### src/armCtrlPkg.sv
package armCtrlPkg;

  // ========================================
  // Widths and small types
  // ========================================
  localparam int instrW = 32;              // ARM instruction word

  typedef struct packed {
    logic n;                               // Negative
    logic z;                               // Zero
    logic c;                               // Carry
    logic v;                               // Overflow
  } nzcvT;

  typedef struct packed {
    logic nz;                              // Update N and Z
    logic cv;                              // Update C and V
  } flagWriteT;

  typedef logic [3:0] byteMaskT;           // One bit per byte lane
  typedef logic [1:0] regSrcT;             // Register file read port select
  typedef logic [1:0] immSrcT;             // Immediate extend select

  // Datapath select codes
  localparam regSrcT regSrcNormal = 2'b00; // Rn, Rm
  localparam regSrcT regSrcBranch = 2'b01; // PC on port 1
  localparam regSrcT regSrcStore  = 2'b10; // Rd on port 2 for store data
  localparam immSrcT immSrcDp     = 2'b00; // 8-bit rotated immediate
  localparam immSrcT immSrcMem    = 2'b01; // 12-bit offset
  localparam immSrcT immSrcBranch = 2'b10; // 24-bit word offset

  // ========================================
  // Enums
  // ========================================
  // Data-processing opcode, instr[24:21]
  typedef enum logic [3:0] {
    AND, EOR, SUB, RSB,
    ADD, ADC, SBC, RSC,
    TST, TEQ, CMP, CMN,
    ORR, MOV, BIC, MVN
  } dpOpcode;

  // Condition field, instr[31:28]
  typedef enum logic [3:0] {
    EQ, NE, CS, CC,
    MI, PL, VS, VC,
    HI, LS, GE, LT,
    GT, LE, AL, NV
  } condCode;

  // Operation of the ALU unit itself
  typedef enum logic [2:0] {
    ALU_ADD   = 3'd0,
    ALU_AND   = 3'd1,
    ALU_ORR   = 3'd2,
    ALU_EOR   = 3'd3,
    ALU_PASSB = 3'd4
  } aluOp;

  typedef enum logic [2:0] {
    DPREG     = 3'd0,
    DPIMM     = 3'd1,
    LOADSTORE = 3'd2,
    BRANCH    = 3'd3,
    NONE      = 3'd4                       // Anything not handled, no writes
  } instrClass;

endpackage

### src/decodeIf.sv
`timescale 1ns/1ns
interface decodeIf;
  import armCtrlPkg::*;

  // Decode-stage control bundle, all combinational from instrD
  logic      aluSrc;                       // Immediate as operand B
  logic      memToReg;                     // Load result to register file
  logic      regWrite;
  logic      memWrite;
  logic      branch;
  logic      pcSrc;                        // Writes the PC
  dpOpcode   aluControl;
  flagWriteT flagWrite;
  logic      byteAccess;                   // LDRB or STRB
  logic      dpOp;                         // aluControl is meaningful
  condCode   cond;

  // Decoder side
  modport dec (
    output aluSrc, memToReg, regWrite, memWrite, branch, pcSrc,
    output aluControl, flagWrite, byteAccess, dpOp, cond
  );

  // Pipeline side
  modport pipe (
    input aluSrc, memToReg, regWrite, memWrite, branch, pcSrc,
    input aluControl, flagWrite, byteAccess, dpOp, cond
  );

endinterface

### src/aluDecoder.sv
`timescale 1ns/1ns
module aluDecoder (
  input  logic                dpOp,
  input  armCtrlPkg::dpOpcode aluControl,
  input  logic                carryFlag,
  output armCtrlPkg::aluOp    aluOperation,
  output logic                invertB,
  output logic                reverseInputs,
  output logic                carryIn,
  output logic                cvUpdate,
  output logic                noRegWrite
);
  import armCtrlPkg::*;

  // Subtraction is A + ~B + 1, borrow forms use C as the +1
  always_comb begin
    aluOperation  = ALU_ADD;               // Plain add when no opcode
    invertB       = 1'b0;
    reverseInputs = 1'b0;
    carryIn       = 1'b0;
    cvUpdate      = 1'b0;
    noRegWrite    = 1'b0;
    if (dpOp) begin
      case (aluControl)
        AND: aluOperation = ALU_AND;
        EOR: aluOperation = ALU_EOR;
        ORR: aluOperation = ALU_ORR;
        MOV: aluOperation = ALU_PASSB;
        TST: begin
          aluOperation = ALU_AND;
          noRegWrite   = 1'b1;
        end
        TEQ: begin
          aluOperation = ALU_EOR;
          noRegWrite   = 1'b1;
        end
        BIC: begin
          aluOperation = ALU_AND;
          invertB      = 1'b1;             // A & ~B
        end
        MVN: begin
          aluOperation = ALU_PASSB;
          invertB      = 1'b1;
        end
        // Arithmetic group, all update C and V
        ADD: cvUpdate = 1'b1;
        CMN: begin
          cvUpdate   = 1'b1;
          noRegWrite = 1'b1;
        end
        ADC: begin
          carryIn  = carryFlag;
          cvUpdate = 1'b1;
        end
        SUB, CMP: begin
          invertB    = 1'b1;
          carryIn    = 1'b1;
          cvUpdate   = 1'b1;
          noRegWrite = (aluControl == CMP);
        end
        SBC: begin
          invertB  = 1'b1;
          carryIn  = carryFlag;            // Borrow is ~C
          cvUpdate = 1'b1;
        end
        RSB, RSC: begin
          reverseInputs = 1'b1;            // B - A
          invertB       = 1'b1;
          carryIn       = (aluControl == RSB) ? 1'b1 : carryFlag;
          cvUpdate      = 1'b1;
        end
      endcase
    end
  end

endmodule

### src/condCheck.sv
`timescale 1ns/1ns
module condCheck (
  input  armCtrlPkg::condCode   cond,
  input  armCtrlPkg::nzcvT      flags,
  input  armCtrlPkg::nzcvT      aluFlags,
  input  armCtrlPkg::flagWriteT flagWrite,
  input  logic                  cvUpdate,
  output logic                  condEx,
  output armCtrlPkg::nzcvT      flagsNext
);
  import armCtrlPkg::*;

  logic signedGe;                          // N equals V

  assign signedGe = (flags.n == flags.v);

  // ========================================
  // ARM condition table
  // ========================================
  always_comb begin
    case (cond)
      EQ: condEx = flags.z;
      NE: condEx = ~flags.z;
      CS: condEx = flags.c;
      CC: condEx = ~flags.c;
      MI: condEx = flags.n;
      PL: condEx = ~flags.n;
      VS: condEx = flags.v;
      VC: condEx = ~flags.v;
      HI: condEx = flags.c & ~flags.z;     // Unsigned higher
      LS: condEx = ~flags.c | flags.z;
      GE: condEx = signedGe;
      LT: condEx = ~signedGe;
      GT: condEx = ~flags.z & signedGe;
      LE: condEx = flags.z | ~signedGe;
      AL: condEx = 1'b1;
      NV: condEx = 1'b0;                   // Never
    endcase
  end

  // Next flags, untouched bits keep the current value
  always_comb begin
    flagsNext = flags;
    if (flagWrite.nz) begin
      flagsNext.n = aluFlags.n;
      flagsNext.z = aluFlags.z;
    end
    if (flagWrite.cv && cvUpdate) begin    // Logical ops leave C and V
      flagsNext.c = aluFlags.c;
      flagsNext.v = aluFlags.v;
    end
  end

endmodule

### src/controller.sv
`timescale 1ns/1ns
module controller (
  input  logic                          clk,
  input  logic                          arstN,
  input  logic [armCtrlPkg::instrW-1:0] instrD,
  input  armCtrlPkg::nzcvT              aluFlagsE,
  input  logic [31:0]                   aluResultE,
  input  logic                          stallE,
  input  logic                          stallM,
  input  logic                          stallW,
  input  logic                          flushE,
  input  logic                          flushM,
  input  logic                          flushW,
  output armCtrlPkg::regSrcT            regSrcD,
  output armCtrlPkg::immSrcT            immSrcD,
  output logic                          aluSrcE,
  output armCtrlPkg::aluOp              aluOperationE,
  output logic                          invertBE,
  output logic                          aluCarryInE,
  output logic                          branchTakenE,
  output armCtrlPkg::nzcvT              flagsE,
  output logic                          memWriteM,
  output armCtrlPkg::byteMaskT          byteMaskM,
  output logic                          memToRegW,
  output logic                          regWriteW,
  output logic                          pcSrcW,
  output logic                          pcWrPendingF
);
  import armCtrlPkg::*;

  // Stage register contents
  typedef struct packed {
    logic      regWrite;
    logic      memWrite;
    logic      memToReg;
    logic      branch;
    logic      pcSrc;
    logic      aluSrc;
    logic      dpOp;
    logic      byteAccess;
    flagWriteT flagWrite;
    dpOpcode   aluControl;
    condCode   cond;
  } exStageT;

  typedef struct packed {
    logic     regWrite;
    logic     memWrite;
    logic     memToReg;
    logic     pcSrc;
    logic     setFlags;
    byteMaskT byteMask;
    nzcvT     flagsNext;
  } memStageT;

  typedef struct packed {
    logic regWrite;
    logic memToReg;
    logic pcSrc;
    logic setFlags;
    nzcvT flagsNext;
  } wbStageT;

  decodeIf  decBus ();
  exStageT  exNext, exReg;
  memStageT memNext, memReg;
  wbStageT  wbNext, wbReg;
  logic     condExE;
  logic     cvUpdateE;
  logic     noRegWriteE;
  nzcvT     flagsNextE;

  // ========================================
  // Decode
  // ========================================
  instrDecoder instrDecoder_i (
    .instrD  (instrD),
    .dec     (decBus),
    .regSrcD (regSrcD),
    .immSrcD (immSrcD)
  );

  always_comb begin
    exNext.regWrite   = decBus.regWrite;
    exNext.memWrite   = decBus.memWrite;
    exNext.memToReg   = decBus.memToReg;
    exNext.branch     = decBus.branch;
    exNext.pcSrc      = decBus.pcSrc;
    exNext.aluSrc     = decBus.aluSrc;
    exNext.dpOp       = decBus.dpOp;
    exNext.byteAccess = decBus.byteAccess;
    exNext.flagWrite  = decBus.flagWrite;
    exNext.aluControl = decBus.aluControl;
    exNext.cond       = decBus.cond;
  end

  always_ff @(posedge clk or negedge arstN) begin
    if (!arstN) begin
      exReg <= '0;
    end else if (flushE) begin
      exReg <= '0;                         // Bubble
    end else if (!stallE) begin
      exReg <= exNext;
    end
  end

  // ========================================
  // Execute
  // ========================================
  aluDecoder aluDecoder_i (
    .dpOp          (exReg.dpOp),
    .aluControl    (exReg.aluControl),
    .carryFlag     (flagsE.c),             // Forwarded C
    .aluOperation  (aluOperationE),
    .invertB       (invertBE),
    .reverseInputs (),
    .carryIn       (aluCarryInE),
    .cvUpdate      (cvUpdateE),
    .noRegWrite    (noRegWriteE)
  );

  condCheck condCheck_i (
    .cond      (exReg.cond),
    .flags     (flagsE),
    .aluFlags  (aluFlagsE),
    .flagWrite (exReg.flagWrite),
    .cvUpdate  (cvUpdateE),
    .condEx    (condExE),
    .flagsNext (flagsNextE)
  );

  assign aluSrcE      = exReg.aluSrc;
  assign branchTakenE = exReg.branch & condExE;

  // Gate everything by the condition outcome
  always_comb begin
    memNext.regWrite  = exReg.regWrite & condExE & ~noRegWriteE; // Compares write flags only
    memNext.memWrite  = exReg.memWrite & condExE;
    memNext.memToReg  = exReg.memToReg & condExE;
    memNext.pcSrc     = exReg.pcSrc & condExE & ~noRegWriteE;
    memNext.setFlags  = (exReg.flagWrite.nz | exReg.flagWrite.cv) & condExE;
    memNext.flagsNext = flagsNextE;
    if (!memNext.memWrite) begin
      memNext.byteMask = '0;
    end else if (exReg.byteAccess) begin
      memNext.byteMask = byteMaskT'(4'b0001 << aluResultE[1:0]); // Lane from address
    end else begin
      memNext.byteMask = '1;               // Word store
    end
  end

  // ========================================
  // Memory and Writeback
  // ========================================
  always_ff @(posedge clk or negedge arstN) begin
    if (!arstN) begin
      memReg <= '0;
    end else if (flushM) begin
      memReg <= '0;
    end else if (!stallM) begin
      memReg <= memNext;
    end
  end

  assign memWriteM = memReg.memWrite;
  assign byteMaskM = memReg.byteMask;

  always_comb begin
    wbNext.regWrite  = memReg.regWrite;
    wbNext.memToReg  = memReg.memToReg;
    wbNext.pcSrc     = memReg.pcSrc;
    wbNext.setFlags  = memReg.setFlags;
    wbNext.flagsNext = memReg.flagsNext;
  end

  always_ff @(posedge clk or negedge arstN) begin
    if (!arstN) begin
      wbReg <= '0;
    end else if (flushW) begin
      wbReg <= '0;
    end else if (!stallW) begin
      wbReg <= wbNext;
    end
  end

  assign memToRegW = wbReg.memToReg;
  assign regWriteW = wbReg.regWrite;
  assign pcSrcW    = wbReg.pcSrc;

  // NZCV with forwarding back to Execute
  psrFlags psrFlags_i (
    .clk        (clk),
    .arstN      (arstN),
    .flagsNextM (memReg.flagsNext),
    .setFlagsM  (memReg.setFlags),
    .flagsNextW (wbReg.flagsNext),
    .setFlagsW  (wbReg.setFlags),
    .stallW     (stallW),
    .flagsE     (flagsE)
  );

  // Fetch holds off while a PC write is in flight
  assign pcWrPendingF = decBus.pcSrc | exReg.pcSrc | memReg.pcSrc;

endmodule

### src/instrDecoder.sv
`timescale 1ns/1ns
module instrDecoder (
  input  logic [armCtrlPkg::instrW-1:0] instrD,
  decodeIf.dec                          dec,
  output armCtrlPkg::regSrcT            regSrcD,
  output armCtrlPkg::immSrcT            immSrcD
);
  import armCtrlPkg::*;

  instrClass cls;
  logic      miscSpace;                    // Compare opcodes without S
  logic      mulSpace;                     // Multiply and halfword encodings
  logic      sBit;
  logic      lBit;
  logic      upBit;
  logic      rdIsPc;

  assign sBit   = instrD[20];
  assign lBit   = instrD[20];              // Load when set
  assign upBit  = instrD[23];              // Add offset when set
  assign rdIsPc = (instrD[15:12] == 4'hF);

  // TST..CMN with S clear is the MRS/MSR/BX group
  assign miscSpace = (instrD[24:23] == 2'b10) & ~sBit;
  assign mulSpace  = instrD[7] & instrD[4];

  // ========================================
  // Classification on bits 27:25
  // ========================================
  always_comb begin
    case (instrD[27:25])
      3'b000:  cls = (miscSpace | mulSpace) ? NONE : DPREG;
      3'b001:  cls = miscSpace ? NONE : DPIMM;
      3'b010:  cls = LOADSTORE;            // Immediate offset
      3'b011:  cls = instrD[4] ? NONE : LOADSTORE; // Bit 4 set is media space
      3'b101:  cls = instrD[24] ? NONE : BRANCH;   // BL not handled
      default: cls = NONE;                 // LDM/STM, coprocessor, SWI
    endcase
  end

  // ========================================
  // Control bundle per class
  // ========================================
  always_comb begin
    regSrcD          = regSrcNormal;
    immSrcD          = immSrcDp;
    dec.aluSrc       = 1'b0;
    dec.memToReg     = 1'b0;
    dec.regWrite     = 1'b0;
    dec.memWrite     = 1'b0;
    dec.branch       = 1'b0;
    dec.aluControl   = ADD;                // Address and branch target add
    dec.flagWrite.nz = 1'b0;
    dec.flagWrite.cv = 1'b0;
    dec.byteAccess   = 1'b0;
    dec.dpOp         = 1'b0;
    case (cls)
      DPREG, DPIMM: begin
        dec.aluSrc       = (cls == DPIMM);
        dec.regWrite     = 1'b1;           // Compares dropped later in Execute
        dec.dpOp         = 1'b1;
        dec.aluControl   = dpOpcode'(instrD[24:21]);
        dec.flagWrite.nz = sBit;
        dec.flagWrite.cv = sBit;           // Logical ops masked by cvUpdate
      end
      LOADSTORE: begin
        immSrcD        = immSrcMem;
        dec.aluSrc     = ~instrD[25];      // I bit clear means immediate offset
        dec.dpOp       = 1'b1;
        dec.aluControl = upBit ? ADD : SUB;
        dec.byteAccess = instrD[22];
        if (lBit) begin
          dec.memToReg = 1'b1;
          dec.regWrite = 1'b1;
        end else begin
          regSrcD      = regSrcStore;      // Store data from Rd
          dec.memWrite = 1'b1;
        end
      end
      BRANCH: begin
        regSrcD    = regSrcBranch;
        immSrcD    = immSrcBranch;
        dec.aluSrc = 1'b1;                 // PC plus offset
        dec.branch = 1'b1;
      end
      default: begin
      end
    endcase
  end

  assign dec.pcSrc = (rdIsPc & dec.regWrite) | dec.branch; // Any PC write
  assign dec.cond  = condCode'(instrD[31:28]);

endmodule

### src/psrFlags.sv
`timescale 1ns/1ns
module psrFlags (
  input  logic             clk,
  input  logic             arstN,
  input  armCtrlPkg::nzcvT flagsNextM,
  input  logic             setFlagsM,
  input  armCtrlPkg::nzcvT flagsNextW,
  input  logic             setFlagsW,
  input  logic             stallW,
  output armCtrlPkg::nzcvT flagsE
);
  import armCtrlPkg::*;

  nzcvT nzcv;                              // Committed flags

  // Commit from Writeback once the stage moves on
  always_ff @(posedge clk or negedge arstN) begin
    if (!arstN) begin
      nzcv <= '0;
    end else if (!stallW && setFlagsW) begin
      nzcv <= flagsNextW;
    end
  end

  // Youngest flag-setting instruction wins
  always_comb begin
    if (setFlagsM) begin
      flagsE = flagsNextM;                 // Instruction just ahead of Execute
    end else if (setFlagsW) begin
      flagsE = flagsNextW;                 // Not yet committed
    end else begin
      flagsE = nzcv;
    end
  end

endmodule

### config.mk
export PLATFORM = sky130hd
export DESIGN_NAME = controller
export DESIGN_NICKNAME = d
export VERILOG_FILES = /design/src/armCtrlPkg.sv /design/src/decodeIf.sv /design/src/aluDecoder.sv /design/src/condCheck.sv /design/src/controller.sv /design/src/instrDecoder.sv /design/src/psrFlags.sv
export SDC_FILE = /design/constraint.sdc
export NUM_CORES = 1
export LEC_CHECK = 0
export BUFFER_PORTS_ARGS = -buffer_cell sky130_fd_sc_hd__buf_2
export CAP_MARGIN = 20
export CELL_PAD_IN_SITES_DETAIL_PLACEMENT = 1
export CELL_PAD_IN_SITES_GLOBAL_PLACEMENT = 2
export CORE_MARGIN = 2
export CORE_UTILIZATION = 30
export CTS_CLUSTER_SIZE = 40
export DETAILED_ROUTE_END_ITERATION = 8
export PLACE_DENSITY = 0.92
export SLEW_MARGIN = 20
export SYNTH_ARGS = -nofsm -noshare
export SYNTH_HDL_FRONTEND = slang
export SYNTH_SLANG_ARGS = --single-unit
export TNS_END_PERCENT = 30
### constraint.sdc
create_clock -name clk -period 9.65 [get_ports clk]
set_clock_uncertainty 0.15 [all_clocks]
set_input_delay 2.895 -clock clk [delete_from_list [all_inputs] [get_ports clk]]
set_output_delay 2.895 -clock clk [all_outputs]
set_load 0.1 [all_outputs]
==> flow_metrics.py, run 1 <==
metrics = {
    "outcome": {
        "status": "complete, no violations",
    },
    "synth": {
        "synth_cell_type_count": 50,
        "ys_ff_latch": 42,
        "syn_avg_cell_area_sq_um": 9.265,
        "ys_seq_area_frac": 0.4330,
        "syn-instance-count": 262,
        "netlist_area_sq_mm": 0.002427,
        "yosysWarnings": 0,
        "synth_nets": 338,
    },
    "sta": {
        "slew_viol_final": 0,
        "period_share": 0.7832,
        "max_slew_margin": 0.3461,
        "worstMarginPinSlew_ns": 0.9808,
        "grt_setup_unrepaired": "no",
        "setup_viol": 0,
        "fin_setup_tns_ns": 0,
        "final_hold_viol_count": 0,
        "max_clock_freq_mhz": 132.3,
        "finalCriticalPeriod_ns": 7.558,
    },
    "clocking": {
        "tritoncts": "built",
        "clkLatencyLatePin_ns": 0.30,
        "numCtsBuffers": 5,
        "cts.htree.levels": 2,
        "clkTransAtPathRegs_ns": 0.08,
        "clock_sinks": 42,
        "cts_root_buffer": "clkbuf_8",
        "cts_hold_buf": 0,
        "ctsResizeCount": 0,
        "postCtsSetupRepairBufs": 0,
        "clock_path_buffers": 2,
    },
    "setup_path": {
        "cp.arrival_ns": 4.51,
        "cp-end-kind": "output port",
        "path_max_fanout": 6,
        "rrSetupSlack_ns": 6.86,
        "crit_type": "in2out",
        "regToRegStartpoint": "wbReg[4]$_DFFE_PN0P_",
        "worst_ep_required_time_ns": 6.61,
        "r2r-end": "memReg[12]$_DFFE_PN0P_",
        "crit_family": "compound AO/OA/AOI/OAI gates",
        "critical_path.slowest_cell": "buf_2",
        "crit_path_start_kind": "input port",
        "r2r_cells": 6,
        "worst-path-buf-inv": 2,
        "critPathMaxStageDelay_ns": 0.42,
        "cp_cell_sequence": "buf_2 > nor3b_1 > o32ai_1 > a21oi_1 > a21oi_1 > nand2_1 > buf_2",
    },
    "flow_run": {
        "cap_violations": 0,
    },
    "layout": {
        "final_nets": 385,
        "multiInputGateArea_sq_mm": 0.001250,
        "seq_area_sq_mm": 0.001051,
        "final_cells": 411,
        "fillerInstances": 939,
        "diodes": 0,
        "final_common_cell": "buf_2",
        "area_growth_pct": 16.34,
        "drive_above_1_share": 0.2395,
        "final_cell_mix": "55 x buf_2, 42 x dfrtp_1, 40 x nand2_1, 37 x nor2_1, 16 x mux2i_1",
    },
    "global_routing": {
        "grt_max_degree": 43,
        "grt_pass1_wl_mm": 10.84,
        "antenna_found_initial": 0,
        "grt_overflow": 0,
        "grt_pass1_vias": 2155,
        "groute.usage.overall": 0.1543,
    },
    "power": {
        "power_density_mw_per_mm2": 127.4,
        "ir_drop_v": 0.00004855,
        "p_leak_nw": 1.383,
    },
    "worst_hold_path": {
        "hold_class": "reg2reg",
        "min_to": "byteMaskM[0]$_DFFE_PN0P_",
        "hold_start": "byteMaskM[0]$_DFFE_PN0P_",
        "min_path_cells": 2,
    },
    "placed_design": {
        "place_congestion": 0.8014,
        "place.detailed.hpwl_mm": 4.747,
        "portBuffers": 55,
        "dp_cells": 404,
    },
    "floorplan": {
        "rows": 32,
        "die_y_um": 93.95,
        "die_w_um": 93.95,
        "dieArea_sq_mm": 0.008827,
        "start_util": 0.3125,
        "io_pins": 100,
        "core-area_sq_mm": 0.007767,
    },
    "detailed_routing": {
        "vias": 2066,
        "first_pass_iters": 4,
        "viasPerCell": 5.027,
        "post_drt_wl_per_cell_um": 15.27,
        "drc": 0,
        "wl_mm": 6.274,
        "antenna_left": 0,
        "drtIter0Drc": 100,
    },
}
## metal layers
layer | track usage | part of all wire
met4 | 0.04106 | 0.015
met1 | 0.2037 | 0.47
met2 | 0.2589 | 0.48
met5 | 0 | 0
met3 | 0.02970 | 0.037
## through the flow
stage	power (W)	instance area, sq um	utilization	setup slack (ns)	hold WS [ns]
2_1_floorplan	0.0002294	2427	-	1.179	0.2886
3_3_place_gp	0.0002507	2745	0.3534	2.135	0.3062
5_1_grt	0.0003767	2824	0.3636	1.980	0.3686
3_5_place_dp	0.0002524	2745	0.3534	2.128	0.3092
4_1_cts	0.0003647	2824	0.3636	2.115	0.3298
6_report	0.0003598	2824	0.3636	2.092	0.3288
## cells in the mapped netlist, drive strengths merged
cell    count  area (sq um)
dfrtp      42          1051
nand2      40         150.1
nor2       37         138.9
mux2i      17         182.7
a21oi      12         60.06
buf        12         77.57
o31ai      10         75.07
inv         9         33.78
o21ai       9         45.04
mux2        8         101.3
nor3        6         41.29
nand3       5         25.02
nor3b       5         37.54
clkbuf      4         15.01
nand2b      4         25.02
nor2b       4         25.02
a32o        3         30.03
and3        3         18.77
xnor2       3         26.28
a211oi      2         15.01
a22o        2         17.52
and2        2         12.51
o211ai      2         15.01
o21a        2         15.01
a21boi      1         7.510
a21o        1         7.510
a221o       1         10.01
a221oi      1         8.760
a22oi       1         7.510
a32oi       1         8.760
mux4        1         22.52
nand3b      1         7.510
nand4       1         6.260
nand4b      1         8.760
nor4        1         6.260
o211a       1         10.01
o21ba       1         10.01
o311ai      1         8.760
o32ai       1         8.760
o41ai       1         16.27
or3         1         6.260
xnor3       1         22.52
xor2        1         8.760
## how the worst max path moves through the flow
stage / from / to / slack (ns) / depth (start not counted)
after floorplan: instrD[27] / pcWrPendingF / 1.18 / 5
after global placement: instrD[26] / pcWrPendingF / 2.14 / 7
after detailed placement: instrD[26] / pcWrPendingF / 2.13 / 7
after CTS: instrD[26] / pcWrPendingF / 2.11 / 7
after global routing: instrD[25] / pcWrPendingF / 1.98 / 7
final: instrD[25] / pcWrPendingF / 2.09 / 7
## tightest hold or removal path, delay by kind of cell (launching register included)
| kind | cells | cell delay (ns) |
|---|---|---|
| AO/OA/AOI/OAI | 1 | 0.05 |
| AND/OR/NAND/NOR | 1 | 0.05 |
| flip-flops | 1 | 0.34 |
## layout make-up
type	count	area share
multi-input cells	195	0.4426
flip-flops and latches	42	0.3722
repair buffers	56	0.1001
well taps	102	0.04519
clock buffers	5	0.02437
inverters	9	0.01196
clock inverters	2	0.003545
## cell families (layout without fill, tap and decap cells)
family,count (synthesis),count (layout),synth area share
flip-flops,42,42,0.4330
AND/OR/NAND/NOR,111,111,0.2098
AO/OA/AOI/OAI,53,53,0.1552
buffers and inverters,25,72,0.05206
XOR/XNOR,5,5,0.02371
multiplexers,26,26,0.1263
## state kept, by name, summed over array words and instances (netlist names)
register / cells
aluSrcE: 1
byteMaskM: 4
exReg: 16
memReg: 8
memToRegW: 1
memWriteM: 1
pcSrcW: 1
psrFlags_i.nzcv: 4
regWriteW: 1
wbReg: 5
## where the power goes
group,switching (W),internal (W)
logic,0.0000421,0.0000193
clock network,0.0000632,0.0000487
registers,0.00000656,0.000180
Note: power is estimated with default switching activity, not from simulation.
==> inputs of run 2 (changes only) <==
--- a/config.mk
+++ b/config.mk
@@ -10,10 +10,10 @@
 export CELL_PAD_IN_SITES_DETAIL_PLACEMENT = 1
 export CELL_PAD_IN_SITES_GLOBAL_PLACEMENT = 2
 export CORE_MARGIN = 2
-export CORE_UTILIZATION = 30
+export CORE_UTILIZATION = 27
 export CTS_CLUSTER_SIZE = 40
 export DETAILED_ROUTE_END_ITERATION = 8
-export PLACE_DENSITY = 0.92
+export PLACE_DENSITY = 0.85
 export SLEW_MARGIN = 20
 export SYNTH_ARGS = -nofsm -noshare
 export SYNTH_HDL_FRONTEND = slang
==> constraint.sdc (replaced) <==
create_clock -name clk -period 7.65 [get_ports clk]
set_clock_uncertainty 0.15 [all_clocks]
set_input_delay 2.295 -clock clk [delete_from_list [all_inputs] [get_ports clk]]
set_output_delay 2.295 -clock clk [all_outputs]
set_load 0.1 [all_outputs]
==> flow_metrics.py, run 2 (same netlist as run 1, synthesis figures left out) <==
metrics = {
    "outcome": {
        "status": "complete, no violations",
    },
    "worst_hold_path": {
        "hold_class": "reg2reg",
        "hold_start": "byteMaskM[0]$_DFFE_PN0P_",
        "min_to": "byteMaskM[0]$_DFFE_PN0P_",
        "min_path_cells": 2,
    },
    "clocking": {
        "tritoncts": "built",
        "numCtsBuffers": 5,
        "cts_root_buffer": "clkbuf_8",
        "clock_path_buffers": 2,
        "clock_sinks": 42,
        "postCtsSetupRepairBufs": 0,
        "cts.htree.levels": 2,
        "cts_hold_buf": 0,
        "clkLatencyLatePin_ns": 0.30,
        "clkTransAtPathRegs_ns": 0.09,
        "ctsResizeCount": 0,
    },
    "floorplan": {
        "die_w_um": 98.82,
        "rows": 34,
        "io_pins": 100,
        "dieArea_sq_mm": 0.009764,
        "die_y_um": 98.82,
        "core-area_sq_mm": 0.008721,
        "start_util": 0.2783,
    },
    "sta": {
        "max_clock_freq_mhz": 157.5,
        "finalCriticalPeriod_ns": 6.351,
        "final_hold_viol_count": 0,
        "worstMarginPinSlew_ns": 0.9464,
        "slew_viol_final": 0,
        "period_share": 0.8302,
        "max_slew_margin": 0.3690,
        "fin_setup_tns_ns": 0,
        "setup_viol": 0,
        "grt_setup_unrepaired": "no",
    },
    "global_routing": {
        "antenna_found_initial": 0,
        "grt_util_met1": 0.1784,
        "grt_overflow": 0,
        "top_usage_layer": "met2",
        "grtUsageMet2": 0.2271,
        "grt_pass1_wl_mm": 10.89,
        "grt_max_degree": 43,
        "grt_use_met3": 0.02411,
        "grt_pass1_vias": 2146,
        "groute.usage.overall": 0.1354,
    },
    "setup_path": {
        "rrSetupSlack_ns": 4.86,
        "crit_family": "compound AO/OA/AOI/OAI gates",
        "r2r_cells": 6,
        "cp-end-kind": "output port",
        "crit_path_start_kind": "input port",
        "critical_path.slowest_cell": "buf_2",
        "cp.arrival_ns": 3.91,
        "r2r-end": "byteMaskM[3]$_DFFE_PN0P_",
        "worst_ep_required_time_ns": 5.20,
        "cp_cell_sequence": "buf_2 > nor3b_1 > o32ai_1 > a21oi_1 > a21oi_1 > nand2_1 > buf_2",
        "critPathMaxStageDelay_ns": 0.42,
        "crit_type": "in2out",
        "worst-path-buf-inv": 2,
        "regToRegStartpoint": "wbReg[4]$_DFFE_PN0P_",
        "path_max_fanout": 6,
    },
    "placed_design": {
        "portBuffers": 55,
        "place.detailed.hpwl_mm": 4.857,
        "dpl_cell_area_sq_mm": 0.002753,
        "place_congestion": 0.7993,
    },
    "detailed_routing": {
        "drtIter0Drc": 30,
        "viasPerCell": 4.964,
        "vias": 2075,
        "post_drt_wl_per_cell_um": 15.20,
        "wl_mm": 6.353,
        "first_pass_iters": 4,
        "drc": 0,
        "antenna_left": 0,
    },
    "layout": {
        "registers.top_by_ff_count": "exReg",
        "area_growth_pct": 17.22,
        "fillerInstances": 1031,
        "seq_area_sq_mm": 0.001051,
        "final_common_cell": "buf_2",
        "multiInputGateArea_sq_mm": 0.001250,
        "diodes": 0,
        "final_nets": 385,
        "reg_top3": "exReg x16, memReg x8, wbReg x5",
        "drive_above_1_share": 0.2419,
        "final_cell_mix": "55 x buf_2, 42 x dfrtp_1, 40 x nand2_1, 37 x nor2_1, 16 x mux2i_1",
        "largest_register_ffs": 16,
        "design_area_sq_mm": 0.002845,
    },
    "power": {
        "ir_drop_v": 0.00007078,
        "p_leak_nw": 1.380,
        "power_density_mw_per_mm2": 162.7,
    },
    "flow_run": {
        "cap_violations": 0,
    },
}
==> run 2: layer usage <==
metal	vias to the layer above	routed length, um
met2	35	3078
met4	0	90
met5	-	0
met3	6	222
li1	1006	-
met1	1028	2962
==> run 2: through the flow <==
stage | worst slack (ns) | hold slack, ns | power (W) | std cells | util
floorplan | 0.3793 | 0.2886 | 0.0002893 | 262 | -
detailed placement | 1.321 | 0.3300 | 0.0003182 | 410 | 0.3156
CTS | 1.286 | 0.3485 | 0.0004709 | 418 | 0.3263
global route | 1.096 | 0.3714 | 0.0004850 | 418 | 0.3263
finish | 1.299 | 0.3397 | 0.0004630 | 418 | 0.3263
global placement | 1.332 | 0.3089 | 0.0003164 | 410 | 0.3156
==> run 2: how the worst max path moves through the flow <==
stage	from	to	slack, ns	depth (start not counted)
6_report	instrD[25]	pcWrPendingF	1.30	7
5_1_grt	instrD[25]	pcWrPendingF	1.10	7
4_1_cts	instrD[25]	pcWrPendingF	1.29	7
3_5_place_dp	instrD[25]	pcWrPendingF	1.32	7
3_3_place_gp	instrD[26]	pcWrPendingF	1.33	7
2_1_floorplan	instrD[27]	pcWrPendingF	0.38	5
==> run 2: cell type report <==
class,instances,area share
well taps,108,0.04749
clock buffers,5,0.02419
flip-flops and latches,42,0.3694
repair buffers,56,0.09938
inverters,9,0.01187
clock inverters,3,0.008355
multi-input cells,195,0.4393
==> run 2: where the power goes <==
group          internal (W)  leakage (nW)  switching (W)   total, W
Combinational     0.0000243         0.762      0.0000528  0.0000771
Clock             0.0000653        0.0408      0.0000849   0.000150
Sequential         0.000227         0.578     0.00000870   0.000236
Total              0.000317          1.38       0.000146   0.000463
==> run 2: worst reg2reg max path, stage by stage (launching register included) <==
cell and delay (ns):
dfrtp_1 0.51, mux2_1 0.40, mux2_4 0.32, xnor3_1 0.33
a221o_1 0.39, nor3_4 0.42, o31ai_1 0.15
